===== config.mk =====
export PLATFORM = sky130hd
export DESIGN_NAME = pipe_top
export DESIGN_NICKNAME = d
export VERILOG_FILES = /design/src/pipe_pkg.sv /design/src/instr_queue.sv /design/src/reg_file.sv /design/src/bypass_mux.sv /design/src/mini_pipe.sv /design/src/pipe_top.sv
export VERILOG_INCLUDE_DIRS = /design/src /design/src/include
export SDC_FILE = /design/constraint.sdc
export NUM_CORES = 2
export LEC_CHECK = 0
export CAP_MARGIN = 10
export CORE_MARGIN = 2
export CORE_UTILIZATION = 65
export DETAILED_ROUTE_END_ITERATION = 10
export DONT_BUFFER_PORTS = 1
export MAX_ROUTING_LAYER = met4
export PLACE_DENSITY = 0.78
export SETUP_SLACK_MARGIN = 0.5
export SKIP_CTS_REPAIR_TIMING = 1
export SLEW_MARGIN = 25
export SYNTH_ARGS = -nofsm -noshare
export SYNTH_HDL_FRONTEND = slang
export SYNTH_SLANG_ARGS = --single-unit

===== constraint.sdc =====
create_clock -name clk -period 10.83 [get_ports clk]
set_input_delay 2.166 -clock clk [delete_from_list [all_inputs] [get_ports clk]]
set_output_delay 2.166 -clock clk [all_outputs]
set_load 0.01 [all_outputs]

===== src/include/pipe_settings.svh =====
`ifndef PIPE_SETTINGS_SVH
`define PIPE_SETTINGS_SVH

// Data and instruction word width
`define XLEN 32

// Architectural registers including r0
`define REG_NUM 16

// Instruction FIFO entries behind the APB slave
`define QUEUE_DEPTH 4

// Data memory words indexed by the low address bits
`define DMEM_WORDS 16

// APB register map
// Write pushes one instruction word
`define APB_ADDR_INSTR 32'h0000_0000
// Read returns queue occupancy
`define APB_ADDR_COUNT 32'h0000_0004

`endif


===== src/pipe_pkg.sv =====
`include "pipe_settings.svh"

package pipe_pkg;

    // Register index sized from the register count
    typedef logic [$clog2(`REG_NUM)-1:0] reg_idx_t;

    // Opcodes in the top nibble of every instruction word
    // Values outside this list behave as NOP
    typedef enum logic [3:0] {
        OP_NOP  = 4'h0,
        OP_ADD  = 4'h1,
        OP_SUB  = 4'h2,
        OP_AND  = 4'h3,
        OP_XOR  = 4'h4,
        OP_ADDI = 4'h5,
        OP_LD   = 4'h6,
        OP_ST   = 4'h7
    } opcode_e;

    // Register format for ADD, SUB, AND, XOR
    typedef struct packed {
        opcode_e  opcode;
        reg_idx_t rd;
        reg_idx_t rs1;
        reg_idx_t rs2;
        // Padding up to the full word
        logic [`XLEN-4-3*$clog2(`REG_NUM)-1:0] unused;
    } r_fmt_t;

    // Immediate format for ADDI, LD, ST
    // On ST the rd field names the data register
    typedef struct packed {
        opcode_e  opcode;
        reg_idx_t rd;
        reg_idx_t rs1;
        logic signed [`XLEN-4-2*$clog2(`REG_NUM)-1:0] imm;
    } i_fmt_t;

    // Same word seen in both layouts
    typedef union packed {
        r_fmt_t r_fmt;
        i_fmt_t i_fmt;
    } instr_u;

endpackage


===== src/instr_queue.sv =====
`include "pipe_settings.svh"

module instr_queue (
    input  wire                clk,
    input  wire                arst_n,
    input  wire                psel,
    input  wire                penable,
    input  wire                pwrite,
    input  wire  [`XLEN-1:0]   paddr,
    input  wire  [`XLEN-1:0]   pwdata,
    output logic [`XLEN-1:0]   prdata,
    output logic               pready,
    output logic               pslverr,
    input  wire                q_pop,
    output logic               q_valid,
    output logic [`XLEN-1:0]   q_instr
);
    localparam PTR_W = $clog2(`QUEUE_DEPTH);
    localparam CNT_W = $clog2(`QUEUE_DEPTH + 1);

    // Entry storage
    logic [`XLEN-1:0] fifo_mem [0:`QUEUE_DEPTH-1];
    logic [PTR_W-1:0] wr_ptr;
    logic [PTR_W-1:0] rd_ptr;
    logic [CNT_W-1:0] count;
    logic             access;
    logic             hit_instr;
    logic             hit_count;
    logic             full;
    logic             push;
    logic             pop;

    // Access phase of an APB transfer
    assign access    = psel & penable;
    assign hit_instr = (paddr == `APB_ADDR_INSTR);
    assign hit_count = (paddr == `APB_ADDR_COUNT);
    assign full      = (count == CNT_W'(`QUEUE_DEPTH));

    // Head is taken only while something is queued
    assign pop = q_pop & q_valid;

    // Back-pressure
    // A push into a full queue waits unless the head leaves this cycle
    assign pready = !(access & pwrite & hit_instr & full & !pop);

    // Unmapped address or a write to the read-only count register
    assign pslverr = access & (!(hit_instr | hit_count) | (hit_count & pwrite));

    assign push   = access & pwrite & hit_instr & pready;
    assign prdata = (access & !pwrite & hit_count) ? `XLEN'(count) : '0;

    // Head entry toward the pipeline
    assign q_valid = (count != '0);
    assign q_instr = fifo_mem[rd_ptr];

    always_ff @(posedge clk) begin
        if (push) begin
            fifo_mem[wr_ptr] <= pwdata;
        end
    end

    // Circular pointers and occupancy
    always_ff @(posedge clk or negedge arst_n) begin
        if (!arst_n) begin
            wr_ptr <= '0;
            rd_ptr <= '0;
            count  <= '0;
        end else begin
            if (push) begin
                wr_ptr <= (wr_ptr == PTR_W'(`QUEUE_DEPTH - 1)) ? '0 : wr_ptr + 1'b1;
            end
            if (pop) begin
                rd_ptr <= (rd_ptr == PTR_W'(`QUEUE_DEPTH - 1)) ? '0 : rd_ptr + 1'b1;
            end
            // Push and pop together leave the count unchanged
            case ({push, pop})
                2'b10:   count <= count + 1'b1;
                2'b01:   count <= count - 1'b1;
                default: count <= count;
            endcase
        end
    end

endmodule


===== src/reg_file.sv =====
`include "pipe_settings.svh"

module reg_file (
    input  wire                 clk,
    input  wire                 arst_n,
    input  pipe_pkg::reg_idx_t  rd_addr_a,
    input  pipe_pkg::reg_idx_t  rd_addr_b,
    output logic [`XLEN-1:0]    rd_data_a,
    output logic [`XLEN-1:0]    rd_data_b,
    input  wire                 wr_en,
    input  pipe_pkg::reg_idx_t  wr_addr,
    input  wire  [`XLEN-1:0]    wr_data
);
    // Register array with r0 writable like any other
    logic [`XLEN-1:0] regs [0:`REG_NUM-1];

    // Registers start from zero
    always_ff @(posedge clk or negedge arst_n) begin
        if (!arst_n) begin
            for (int i = 0; i < `REG_NUM; i++) begin
                regs[i] <= '0;
            end
        end else if (wr_en) begin
            regs[wr_addr] <= wr_data;
        end
    end

    // Write-through
    // Decode reading the register that writeback writes now sees the new value
    // This closes the distance-three gap left by the bypass network
    always_comb begin
        if (wr_en && (wr_addr == rd_addr_a)) begin
            rd_data_a = wr_data;
        end else begin
            rd_data_a = regs[rd_addr_a];
        end
    end

    always_comb begin
        if (wr_en && (wr_addr == rd_addr_b)) begin
            rd_data_b = wr_data;
        end else begin
            rd_data_b = regs[rd_addr_b];
        end
    end

endmodule


===== src/bypass_mux.sv =====
`include "pipe_settings.svh"

module bypass_mux (
    input  wire  [`XLEN-1:0]    file_out,
    input  pipe_pkg::reg_idx_t  file_out_rs,
    input  wire                 ex_w_en,
    input  pipe_pkg::reg_idx_t  ex_rd,
    input  wire  [`XLEN-1:0]    ex_pro,
    input  wire                 mm_w_en,
    input  pipe_pkg::reg_idx_t  mm_rd,
    input  wire  [`XLEN-1:0]    mm_pro,
    input  wire  [`XLEN-1:0]    mm_mem,
    input  wire                 mm_is_load,
    output logic [`XLEN-1:0]    bypass_out
);
    // Operand sources
    localparam logic [1:0] SEL_FILE = 2'b00;
    localparam logic [1:0] SEL_EX   = 2'b01;
    localparam logic [1:0] SEL_MM   = 2'b10;
    localparam logic [1:0] SEL_MEM  = 2'b11;

    logic [1:0] bypass_sel;

    // Priority
    // Youngest producer first, so execute beats memory
    always_comb begin
        if (ex_w_en && (file_out_rs == ex_rd)) begin
            bypass_sel = SEL_EX;
        end else if (mm_w_en && (file_out_rs == mm_rd)) begin
            // Loads forward the data memory output, not the address
            if (mm_is_load) begin
                bypass_sel = SEL_MEM;
            end else begin
                bypass_sel = SEL_MM;
            end
        end else begin
            bypass_sel = SEL_FILE;
        end
    end

    // Operand select
    always_comb begin
        case (bypass_sel)
            SEL_EX:  bypass_out = ex_pro;
            SEL_MM:  bypass_out = mm_pro;
            SEL_MEM: bypass_out = mm_mem;
            default: bypass_out = file_out;
        endcase
    end

endmodule


===== src/mini_pipe.sv =====
`include "pipe_settings.svh"

module mini_pipe (
    input  wire                 clk,
    input  wire                 arst_n,
    input  wire                 q_valid,
    input  wire  [`XLEN-1:0]    q_instr,
    output logic                q_pop,
    output logic                wb_valid,
    output pipe_pkg::reg_idx_t  wb_rd,
    output logic [`XLEN-1:0]    wb_data
);
    localparam DMEM_AW = $clog2(`DMEM_WORDS);

    // Decode
    pipe_pkg::instr_u   dec;
    pipe_pkg::opcode_e  dec_op;
    pipe_pkg::reg_idx_t rs_a;
    pipe_pkg::reg_idx_t rs_b;
    logic               dec_is_r;
    logic               dec_wen;
    logic               dec_is_load;
    logic               dec_is_store;
    logic [`XLEN-1:0]   dec_imm;
    logic               stall;
    logic [`XLEN-1:0]   rf_a;
    logic [`XLEN-1:0]   rf_b;
    logic [`XLEN-1:0]   byp_a;
    logic [`XLEN-1:0]   byp_b;
    // Execute
    pipe_pkg::opcode_e  ex_op;
    pipe_pkg::reg_idx_t ex_rd;
    logic               ex_wen;
    logic               ex_is_load;
    logic               ex_is_store;
    logic [`XLEN-1:0]   ex_a;
    logic [`XLEN-1:0]   ex_b;
    logic [`XLEN-1:0]   ex_imm;
    logic [`XLEN-1:0]   ex_pro;
    // Memory
    pipe_pkg::reg_idx_t mm_rd;
    logic               mm_wen;
    logic               mm_is_load;
    logic               mm_is_store;
    logic [`XLEN-1:0]   mm_pro;
    logic [`XLEN-1:0]   mm_st_data;
    logic [`XLEN-1:0]   mm_mem;
    logic [`XLEN-1:0]   dmem [0:`DMEM_WORDS-1];

    // Head word seen through both formats
    assign dec    = q_instr;
    assign dec_op = dec.r_fmt.opcode;
    // Signed field sign-extends into the full word
    assign dec_imm = dec.i_fmt.imm;

    always_comb begin
        dec_is_r     = 1'b0;
        dec_wen      = 1'b0;
        dec_is_load  = 1'b0;
        dec_is_store = 1'b0;
        case (dec_op)
            pipe_pkg::OP_ADD, pipe_pkg::OP_SUB, pipe_pkg::OP_AND, pipe_pkg::OP_XOR: begin
                dec_is_r = 1'b1;
                dec_wen  = 1'b1;
            end
            pipe_pkg::OP_ADDI: dec_wen = 1'b1;
            pipe_pkg::OP_LD: begin
                dec_wen     = 1'b1;
                dec_is_load = 1'b1;
            end
            pipe_pkg::OP_ST: dec_is_store = 1'b1;
            // NOP and undefined opcodes do nothing
            default: dec_wen = 1'b0;
        endcase
    end

    // Port A always rs1, port B is rs2 or the store data register
    assign rs_a = dec.r_fmt.rs1;
    assign rs_b = dec_is_store ? dec.i_fmt.rd : dec.r_fmt.rs2;

    // Load-use hazard
    // Loaded data exists only in memory stage, so hold the head one cycle
    assign stall = ex_is_load & (((dec_wen | dec_is_store) & (rs_a == ex_rd)) |
                                 ((dec_is_r | dec_is_store) & (rs_b == ex_rd)));
    assign q_pop = q_valid & !stall;

    reg_file reg_file_inst (
        .clk       (clk),
        .arst_n    (arst_n),
        .rd_addr_a (rs_a),
        .rd_addr_b (rs_b),
        .rd_data_a (rf_a),
        .rd_data_b (rf_b),
        .wr_en     (wb_valid),
        .wr_addr   (wb_rd),
        .wr_data   (wb_data)
    );

    // One mux per source operand
    // Loads in execute are masked out since the stall already covers them
    bypass_mux bypass_a_inst (
        .file_out    (rf_a),
        .file_out_rs (rs_a),
        .ex_w_en     (ex_wen & !ex_is_load),
        .ex_rd       (ex_rd),
        .ex_pro      (ex_pro),
        .mm_w_en     (mm_wen),
        .mm_rd       (mm_rd),
        .mm_pro      (mm_pro),
        .mm_mem      (mm_mem),
        .mm_is_load  (mm_is_load),
        .bypass_out  (byp_a)
    );

    bypass_mux bypass_b_inst (
        .file_out    (rf_b),
        .file_out_rs (rs_b),
        .ex_w_en     (ex_wen & !ex_is_load),
        .ex_rd       (ex_rd),
        .ex_pro      (ex_pro),
        .mm_w_en     (mm_wen),
        .mm_rd       (mm_rd),
        .mm_pro      (mm_pro),
        .mm_mem      (mm_mem),
        .mm_is_load  (mm_is_load),
        .bypass_out  (byp_b)
    );

    // Stage control lets bubbles enter execute when nothing is popped
    always_ff @(posedge clk or negedge arst_n) begin
        if (!arst_n) begin
            ex_wen      <= 1'b0;
            ex_is_load  <= 1'b0;
            ex_is_store <= 1'b0;
            ex_rd       <= '0;
            mm_wen      <= 1'b0;
            mm_is_load  <= 1'b0;
            mm_is_store <= 1'b0;
            mm_rd       <= '0;
            wb_valid    <= 1'b0;
        end else begin
            ex_wen      <= q_pop & dec_wen;
            ex_is_load  <= q_pop & dec_is_load;
            ex_is_store <= q_pop & dec_is_store;
            ex_rd       <= dec.r_fmt.rd;
            mm_wen      <= ex_wen;
            mm_is_load  <= ex_is_load;
            mm_is_store <= ex_is_store;
            mm_rd       <= ex_rd;
            wb_valid    <= mm_wen;
        end
    end

    // Stage payload
    always_ff @(posedge clk) begin
        ex_op      <= dec_op;
        ex_a       <= byp_a;
        ex_b       <= byp_b;
        ex_imm     <= dec_imm;
        mm_pro     <= ex_pro;
        mm_st_data <= ex_b;
        wb_rd      <= mm_rd;
        wb_data    <= mm_is_load ? mm_mem : mm_pro;
    end

    // ALU also forms LD and ST effective addresses
    always_comb begin
        case (ex_op)
            pipe_pkg::OP_ADD:  ex_pro = ex_a + ex_b;
            pipe_pkg::OP_SUB:  ex_pro = ex_a - ex_b;
            pipe_pkg::OP_AND:  ex_pro = ex_a & ex_b;
            pipe_pkg::OP_XOR:  ex_pro = ex_a ^ ex_b;
            pipe_pkg::OP_ADDI, pipe_pkg::OP_LD, pipe_pkg::OP_ST: ex_pro = ex_a + ex_imm;
            default:           ex_pro = '0;
        endcase
    end

    // Data memory address wraps on the low bits
    assign mm_mem = dmem[mm_pro[DMEM_AW-1:0]];

    always_ff @(posedge clk or negedge arst_n) begin
        if (!arst_n) begin
            for (int i = 0; i < `DMEM_WORDS; i++) begin
                dmem[i] <= '0;
            end
        end else if (mm_is_store) begin
            dmem[mm_pro[DMEM_AW-1:0]] <= mm_st_data;
        end
    end

endmodule


===== src/pipe_top.sv =====
`include "pipe_settings.svh"

module pipe_top (
    input  wire                 clk,
    input  wire                 arst_n,
    input  wire                 psel,
    input  wire                 penable,
    input  wire                 pwrite,
    input  wire  [`XLEN-1:0]    paddr,
    input  wire  [`XLEN-1:0]    pwdata,
    output logic [`XLEN-1:0]    prdata,
    output logic                pready,
    output logic                pslverr,
    output logic                wb_valid,
    output pipe_pkg::reg_idx_t  wb_rd,
    output logic [`XLEN-1:0]    wb_data
);
    // Queue head handshake
    logic             q_valid;
    logic             q_pop;
    logic [`XLEN-1:0] q_instr;

    // APB slave and instruction buffer
    instr_queue instr_queue_inst (
        .clk     (clk),
        .arst_n  (arst_n),
        .psel    (psel),
        .penable (penable),
        .pwrite  (pwrite),
        .paddr   (paddr),
        .pwdata  (pwdata),
        .prdata  (prdata),
        .pready  (pready),
        .pslverr (pslverr),
        .q_pop   (q_pop),
        .q_valid (q_valid),
        .q_instr (q_instr)
    );

    // Pipeline drains the queue, writeback shows on the trace ports
    mini_pipe mini_pipe_inst (
        .clk      (clk),
        .arst_n   (arst_n),
        .q_valid  (q_valid),
        .q_instr  (q_instr),
        .q_pop    (q_pop),
        .wb_valid (wb_valid),
        .wb_rd    (wb_rd),
        .wb_data  (wb_data)
    );

endmodule


======== Word level (Yosys, flattened, before mapping) ========
Memories as Yosys holds them, arrays and structs flattened.
Index checks and enable logic that the tools add are counted.
word-level totals
  flip-flop bits (word level) ............. 1234
  word-level logic and storage cells ...... 185
  memories ................................ 1
  bits in writable memories ............... 128
memory list
  memory                     words  width  read ports  clocked after memory_dff  wr ports  line               text
  instr_queue_inst.fifo_mem  4      32     1           0                         1         instr_queue.sv:22  logic [`XLEN-1:0] fifo_mem [0:`QUEUE_DEPTH-1];
cells by class
  equal/unequal tests ..................... 32
  muxes and demuxes ....................... 37
  reduce and logical (&&, ||, !) cells .... 20
  add/subtract/negate cells ............... 7
  bitwise logic cells ..................... 30
  order comparisons ....................... 6
operator list
  cell                                                count
  bitwise mux 512 bit                                 2
  binary-select mux 32 bit (select 4 bit)             3
  2-to-1 mux 32 bit                                   11
  demux 32 bit (select 4 bit)                         2
  case mux 32 bit (3 select lines)                    2
  case mux 32 bit (5 select lines)                    1
  adder 32 bit                                        2
  AND 32 bit                                          1
  == test 32 x 3 -> 1 bit, second input constant      1
  == test 4 x 3 -> 1 bit, second input constant       8
  logical NOT 32 bit                                  1
  subtractor 32 bit                                   1
  bitwise XOR 32 bit                                  1
  == test 4 bit                                       6
  >= comparator 5 bit, second input constant          4
  inverter 4 -> 5 bit                                 4
  AND 1 bit                                           19
  == test 4 x 2 -> 1 bit, second input constant       4
  == test 2 bit, second input constant                7
  2-to-1 mux 2 bit                                    6
  < comparator 5 x 1 -> 1 bit, second input constant  2
  == test 4 x 1 -> 1 bit, second input constant       2
  logical AND 1 bit                                   8
  2-to-1 mux 1 bit                                    7
  other kinds (15)                                    27

======== Longest topological paths before layout ========
An unclocked memory read counts as a cell.
  depth in word-level cells ............... 17
  gate-level depth with buffers ........... 20
  depth with buffers taken out ............ 20

======== Hierarchy ========
A second synthesis with hierarchy kept.
unflattened totals
  cell total of the unflattened synthesis .. 4542
  area total of the unflattened synthesis .. 67254.5 µm²
by module, submodules not included
  module       area an instance (µm²)  seq. area each (µm²)  times used  cells an instance
  mini_pipe    31029.8                 16951.3               1           2098
  reg_file     27307.4                 12812.3               1           1753
  instr_queue  5491.5                  4018.9                1           265
  bypass_mux   1712.9                  0.0                   2           213

======== Worst setup path before layout ========
No wires, ideal clock.
  path type ............................... input to output
  from .................................... input paddr[8]
  to ...................................... output prdata[0]
  path slack .............................. 5501 ps
  data required time ...................... 8664 ps
  cell stages on the path ................. 5
  buffers on the path ..................... 0
  arrival ................................. 3163 ps
  path through ............................ nor4_1 nand4_1 nor3_1 and3b_1 and2_1
between the ends
  longest elaborated chain between the ends .. 3
RTL lines
  element                                   line               text
  start, declared                           pipe_top.sv:9      input wire [`XLEN-1:0] paddr,
  == test 32 x 3 -> 1 bit (no source line)  --
  AND 1 bit                                 instr_queue.sv:50  assign prdata = (access & !pwrite & hit_count) ? `XLEN'(count) : '0;
  2-to-1 mux 3 bit                          instr_queue.sv:50
  end, declared                             pipe_top.sv:11     output logic [`XLEN-1:0] prdata,
No other way between the ends.

======== Worst setup path after layout ========
  from .................................... register instr_queue_inst.rd_ptr[0]
  to ...................................... output pready
between the ends
  longest elaborated chain between the ends .. 14
  elaborated cells between the ends (all ways) .. 28
  classes of those cells .................. eq/ne: 9; mux: 4; bitwise: 9; reduce/logical: 5; memory: 1
RTL lines
  element                                                      line                              text
  start, declared                                              instr_queue.sv:24                 logic [PTR_W-1:0] rd_ptr;
  start signal, assigned                                       instr_queue.sv:73                 rd_ptr <= (rd_ptr == PTR_W'(`QUEUE_DEPTH - 1)) ? '0 : rd_ptr + 1'b1;
  memory (4 x 32 bit) *                                        --
  via instr_queue_inst.q_instr[31]                             instr_queue.sv:16                 output logic [`XLEN-1:0] q_instr
  == test 4 x 3 -> 1 bit (tied with other cells)               mini_pipe.sv:61                   case (dec_op)
  2-to-1 mux 1 bit (tied with other cells)                     mini_pipe.sv:61
  2-to-1 mux 4 bit / 2-to-1 mux 1 bit (equally long branches)  mini_pipe.sv:79, mini_pipe.sv:61
  == test 4 bit (tied with other cells)                        mini_pipe.sv:84                   ((dec_is_r | dec_is_store) & (rs_b == ex_rd)));
  AND 1 bit, on equally long branches                          mini_pipe.sv:84, mini_pipe.sv:83
  bitwise OR 1 bit *                                           mini_pipe.sv:83                   assign stall = ex_is_load & (((dec_wen | dec_is_store) & (rs_a == ex_rd)) |
  AND 1 bit *                                                  mini_pipe.sv:83
  logical NOT 1 bit *                                          mini_pipe.sv:85                   assign q_pop = q_valid & !stall;
  AND 1 bit *                                                  mini_pipe.sv:85
  AND 1 bit *                                                  instr_queue.sv:40                 assign pop = q_pop & q_valid;
  logical NOT 1 bit *                                          instr_queue.sv:44                 assign pready = !(access & pwrite & hit_instr & full & !pop);
  AND 1 bit *                                                  instr_queue.sv:44
  logical NOT 1 bit *                                          instr_queue.sv:44
  end, declared                                                pipe_top.sv:12                    output logic pready,
The timed path passes the listed nets; every way through them passes the cells marked *.

==> run_results.csv <==
group,metric,value,unit
critical_path,crit_path_end,"pready",
yosys,yosysWarningCount,0,
sta,finalHoldViolCount,0,
yosys,synth_area_leaders,"dfrtp_1 40%, mux2_2 18%, mux4_2 13%",
die,coreArea,0.1001,mm2
detailed_routing,drc,0,
clock_network,clock_path_buffers,3,
global_routing,grt_pass1_vias,43228,
sta,max_freq,139.7,MHz
sta,worst_slew_pin_slew,1.100,ns
critical_path,r2r-start,"instr_queue_inst.rd_ptr[0]",
layout,drive_gt1_share,37.19,%
placed_design,place_worst_setup_slack,4.342,ns
detailed_routing,viasPerCell,6.853,
layout,multi_input_area,0.03038,mm2
global_routing,grt_max_degree,1047,
hold_path,hold_path.class,"flip-flop to flip-flop",
pwr,p_leak,0.03191,uW
detailed_routing,dr_total_vias,42305,
sta,slew_headroom,26.12,%
die,die_w,321.8,um
critical_path,arrival,4.99,ns
global_routing,grt.total_usage,35.51,%
yosys,synth_edf_count,128,
global_routing,gr-usage-met1,46.56,%
die,die_area,0.1036,mm2
clock_network,clk_latency,0.76,ns
layout,regArea,0.03379,mm2
yosys,syn_area,0.06565,mm2
critical_path,critPathKind,"flip-flop to output port",
detailed_routing,ant_nets,0,
sta,final.setup.worst_slack,3.673,ns
sta,finalClockSkew,0.03170,ns
critical_path,worst-path-max-fanout,145,
clock_network,path_clk_slew,0.06,ns
placed_design,port_buffers,0,
die,fp.dieH,321.8,um
pwr,p_per_area,266.7,mW/mm2
critical_path,cp-start-kind,"flip-flop",
sta,slew_viol_final,0,
layout,fillers,6524,
yosys,yosysTopAreaCellShare,39.87,%
sta,rsz0062_at_grt,"false",
layout,syn_to_final_growth,8.744,%
sta,tns,0,ns
detailed_routing,drt_iter0_drc,3971,
critical_path,critPathLaunch,"instr_queue_inst.rd_ptr[0]",
global_routing,grt_util_met3,7.376,%
pwr,ir_drop,277.5,uV
clock_network,cts_root_buffer,"clkbuf_16",
yosys,synthTopCellsByCount,"1059 x mux2_2, 1046 x dfrtp_1, 524 x nand2_1",
sta,fin_crit,7.157,ns
detailed_routing,drt-pass1-iter-count,7,
sta,fin_crit_sh,66.08,%
global_routing,busiest_layer,"met2",
detailed_routing,drt-wirelength-per-cell,28.29,um
yosys,yosysMostFrequentCell,"mux2_2",
flow_run,max-cap-violations,0,
clock_network,cts_buffers,141,
sta,setup_violations,0,
yosys,postSynthCellCount,4905,
global_routing,grt_pass1_wl,268000,um
critical_path,r2r_slack,4.97,ns
die,initial_core_util,65.55,%
critical_path,crit_path_end_kind,"output port",
die,pin_count,140,
yosys,synth_ff_type,"dfrtp_1",
yosys,postSynth.asyncResetShare,76.80,%
yosys,syn_avg_cell_area,13.38,um2
clock_network,cts_max_level,4,
global_routing,overflow,0,
status,status,"completed",
placed_design,place.gp.congestion,0.9834,
sta,holdWs,0.3717,ns
critical_path,worst_r2r_endpoint,"mini_pipe_inst.ex_b[14]",
global_routing,grtUsageMet2,55.04,%
yosys,synth_seq_area_share,51.46,%
clock_network,clock_sinks,1362,
die,num_rows,116,
yosys,yosysTopAreaCell,"dfrtp_1",
global_routing,antenna_found_initial,5,
critical_path,rr_worst_depth,10,
clock_network,cts_tree,"yes",
yosys,synth_seq_cells,1362,
detailed_routing,drt_wl_total,174600,um
yosys,ys_types,73,
layout,final_nets,4901,
placed_design,hpwl,103000,um
critical_path,worstPathRequired,8.66,ns
-- critical path, stage by stage, from the launching register on --
cell and delay [ns]:
dfrtp_2 0.34, buf_4 0.55, mux4_2 0.65, nand4b_2 0.63
mux2i_4 0.41, buf_12 0.28, a22oi_1 0.25, o2111ai_1 0.27
a21o_1 0.26, a21o_1 0.22, nor2_1 0.20, nand2_1 0.14
-- metal layers --
metal,vias to the layer above,part of all wire [%]
met3,435,8.4
met2,1954,48
met5,-,0
li1,17928,-
met1,21988,40
met4,0,3.9
-- placed cells by master, fill, tap and decap left out, types with 34 or more instances in the layout --
| cell | n |
|---|---|
| a21oi_1 | 75 |
| a221o_1 | 46 |
| a22oi_1 | 34 |
| buf_4 | 91 |
| clkbuf_1 | 36 |
| clkbuf_16 | 149 |
| dfrtp_1 | 1044 |
| dfxtp_1 | 184 |
| edfxtp_1 | 128 |
| ha_1 | 74 |
| inv_1 | 35 |
| mux2_2 | 1057 |
| mux2i_1 | 80 |
| mux4_2 | 363 |
| nand2_1 | 522 |
| nand3_1 | 196 |
| nor2_1 | 83 |
| o21ai_0 | 113 |
-- area by class of cell --
cell class | count | share of cell area, %
repair buffers | 99 | 1.244
multi-input cells | 3116 | 42.55
flip-flops and latches | 1362 | 47.34
clock buffers | 210 | 5.882
diodes | 5 | 0.01753
clock inverters | 47 | 0.4995
well taps | 1298 | 2.275
inverters | 36 | 0.1893
-- power by group --
part	switching, uW	internal (uW)
Combinational	3860	2900
Sequential	1250	6250
Clock	2020	2760
-- cell families (layout without fill, tap and decap cells) --
group                      Yosys count  count (layout)  share of synthesized area [%]
muxes                             1507            1507                          31.98
DFF                               1362            1362                          51.46
and+or+nand+nor                   1005            1005                          6.880
buffers and inverters              455             392                          2.853
AOI/OAI and AO/OA                  451             451                          4.706
adders and majority gates           76              76                          1.471
xor gates and xnor gates            48              48                         0.6404
other                                1              34                       0.005712
-- stage by stage --
step	std cells	cell area, um2	total power, uW	util, %
finish	6173	71390	19040	71.28
global route	6172	71390	19890	71.28
CTS	6162	71210	18880	71.10
detailed placement	5905	66650	14090	66.55
global placement	5905	66650	13900	66.55
floorplan	4933	65750	11890	-
-- worst min-delay path by stage --
stage,to,startpoint,depth (start not counted)
after CTS,mini_pipe_inst.mm_is_store,mini_pipe_inst.ex_is_store,0
final,mini_pipe_inst.mm_is_store,mini_pipe_inst.ex_is_store,0
after global placement,mini_pipe_inst.mm_wen,mini_pipe_inst.ex_wen,0
after detailed placement,mini_pipe_inst.mm_is_store,mini_pipe_inst.ex_is_store,0
after floorplan,mini_pipe_inst.mm_is_store,mini_pipe_inst.ex_is_store,0
after global routing,mini_pipe_inst.mm_is_store,mini_pipe_inst.ex_is_store,0
-- registers in the layout, indices dropped and copies added, names as in the netlist, 2 cells and up --
| name | count |
|---|---|
| mini_pipe_inst.ex_imm | 20 |
| mini_pipe_inst.wb_data | 32 |
| mini_pipe_inst.wb_rd | 4 |
| mini_pipe_inst.mm_rd | 4 |
| mini_pipe_inst.reg_file_inst.regs | 512 |
| mini_pipe_inst.ex_b | 32 |
| mini_pipe_inst.ex_rd | 4 |
| instr_queue_inst.fifo_mem | 128 |
| instr_queue_inst.count | 3 |
| mini_pipe_inst.mm_st_data | 32 |
| mini_pipe_inst.mm_pro | 32 |
| mini_pipe_inst.ex_op | 4 |
| mini_pipe_inst.ex_a | 32 |
| mini_pipe_inst.dmem | 512 |
| instr_queue_inst.rd_ptr | 2 |
| instr_queue_inst.wr_ptr | 2 |
No activity file was read; power rests on OpenSTA's default activity.
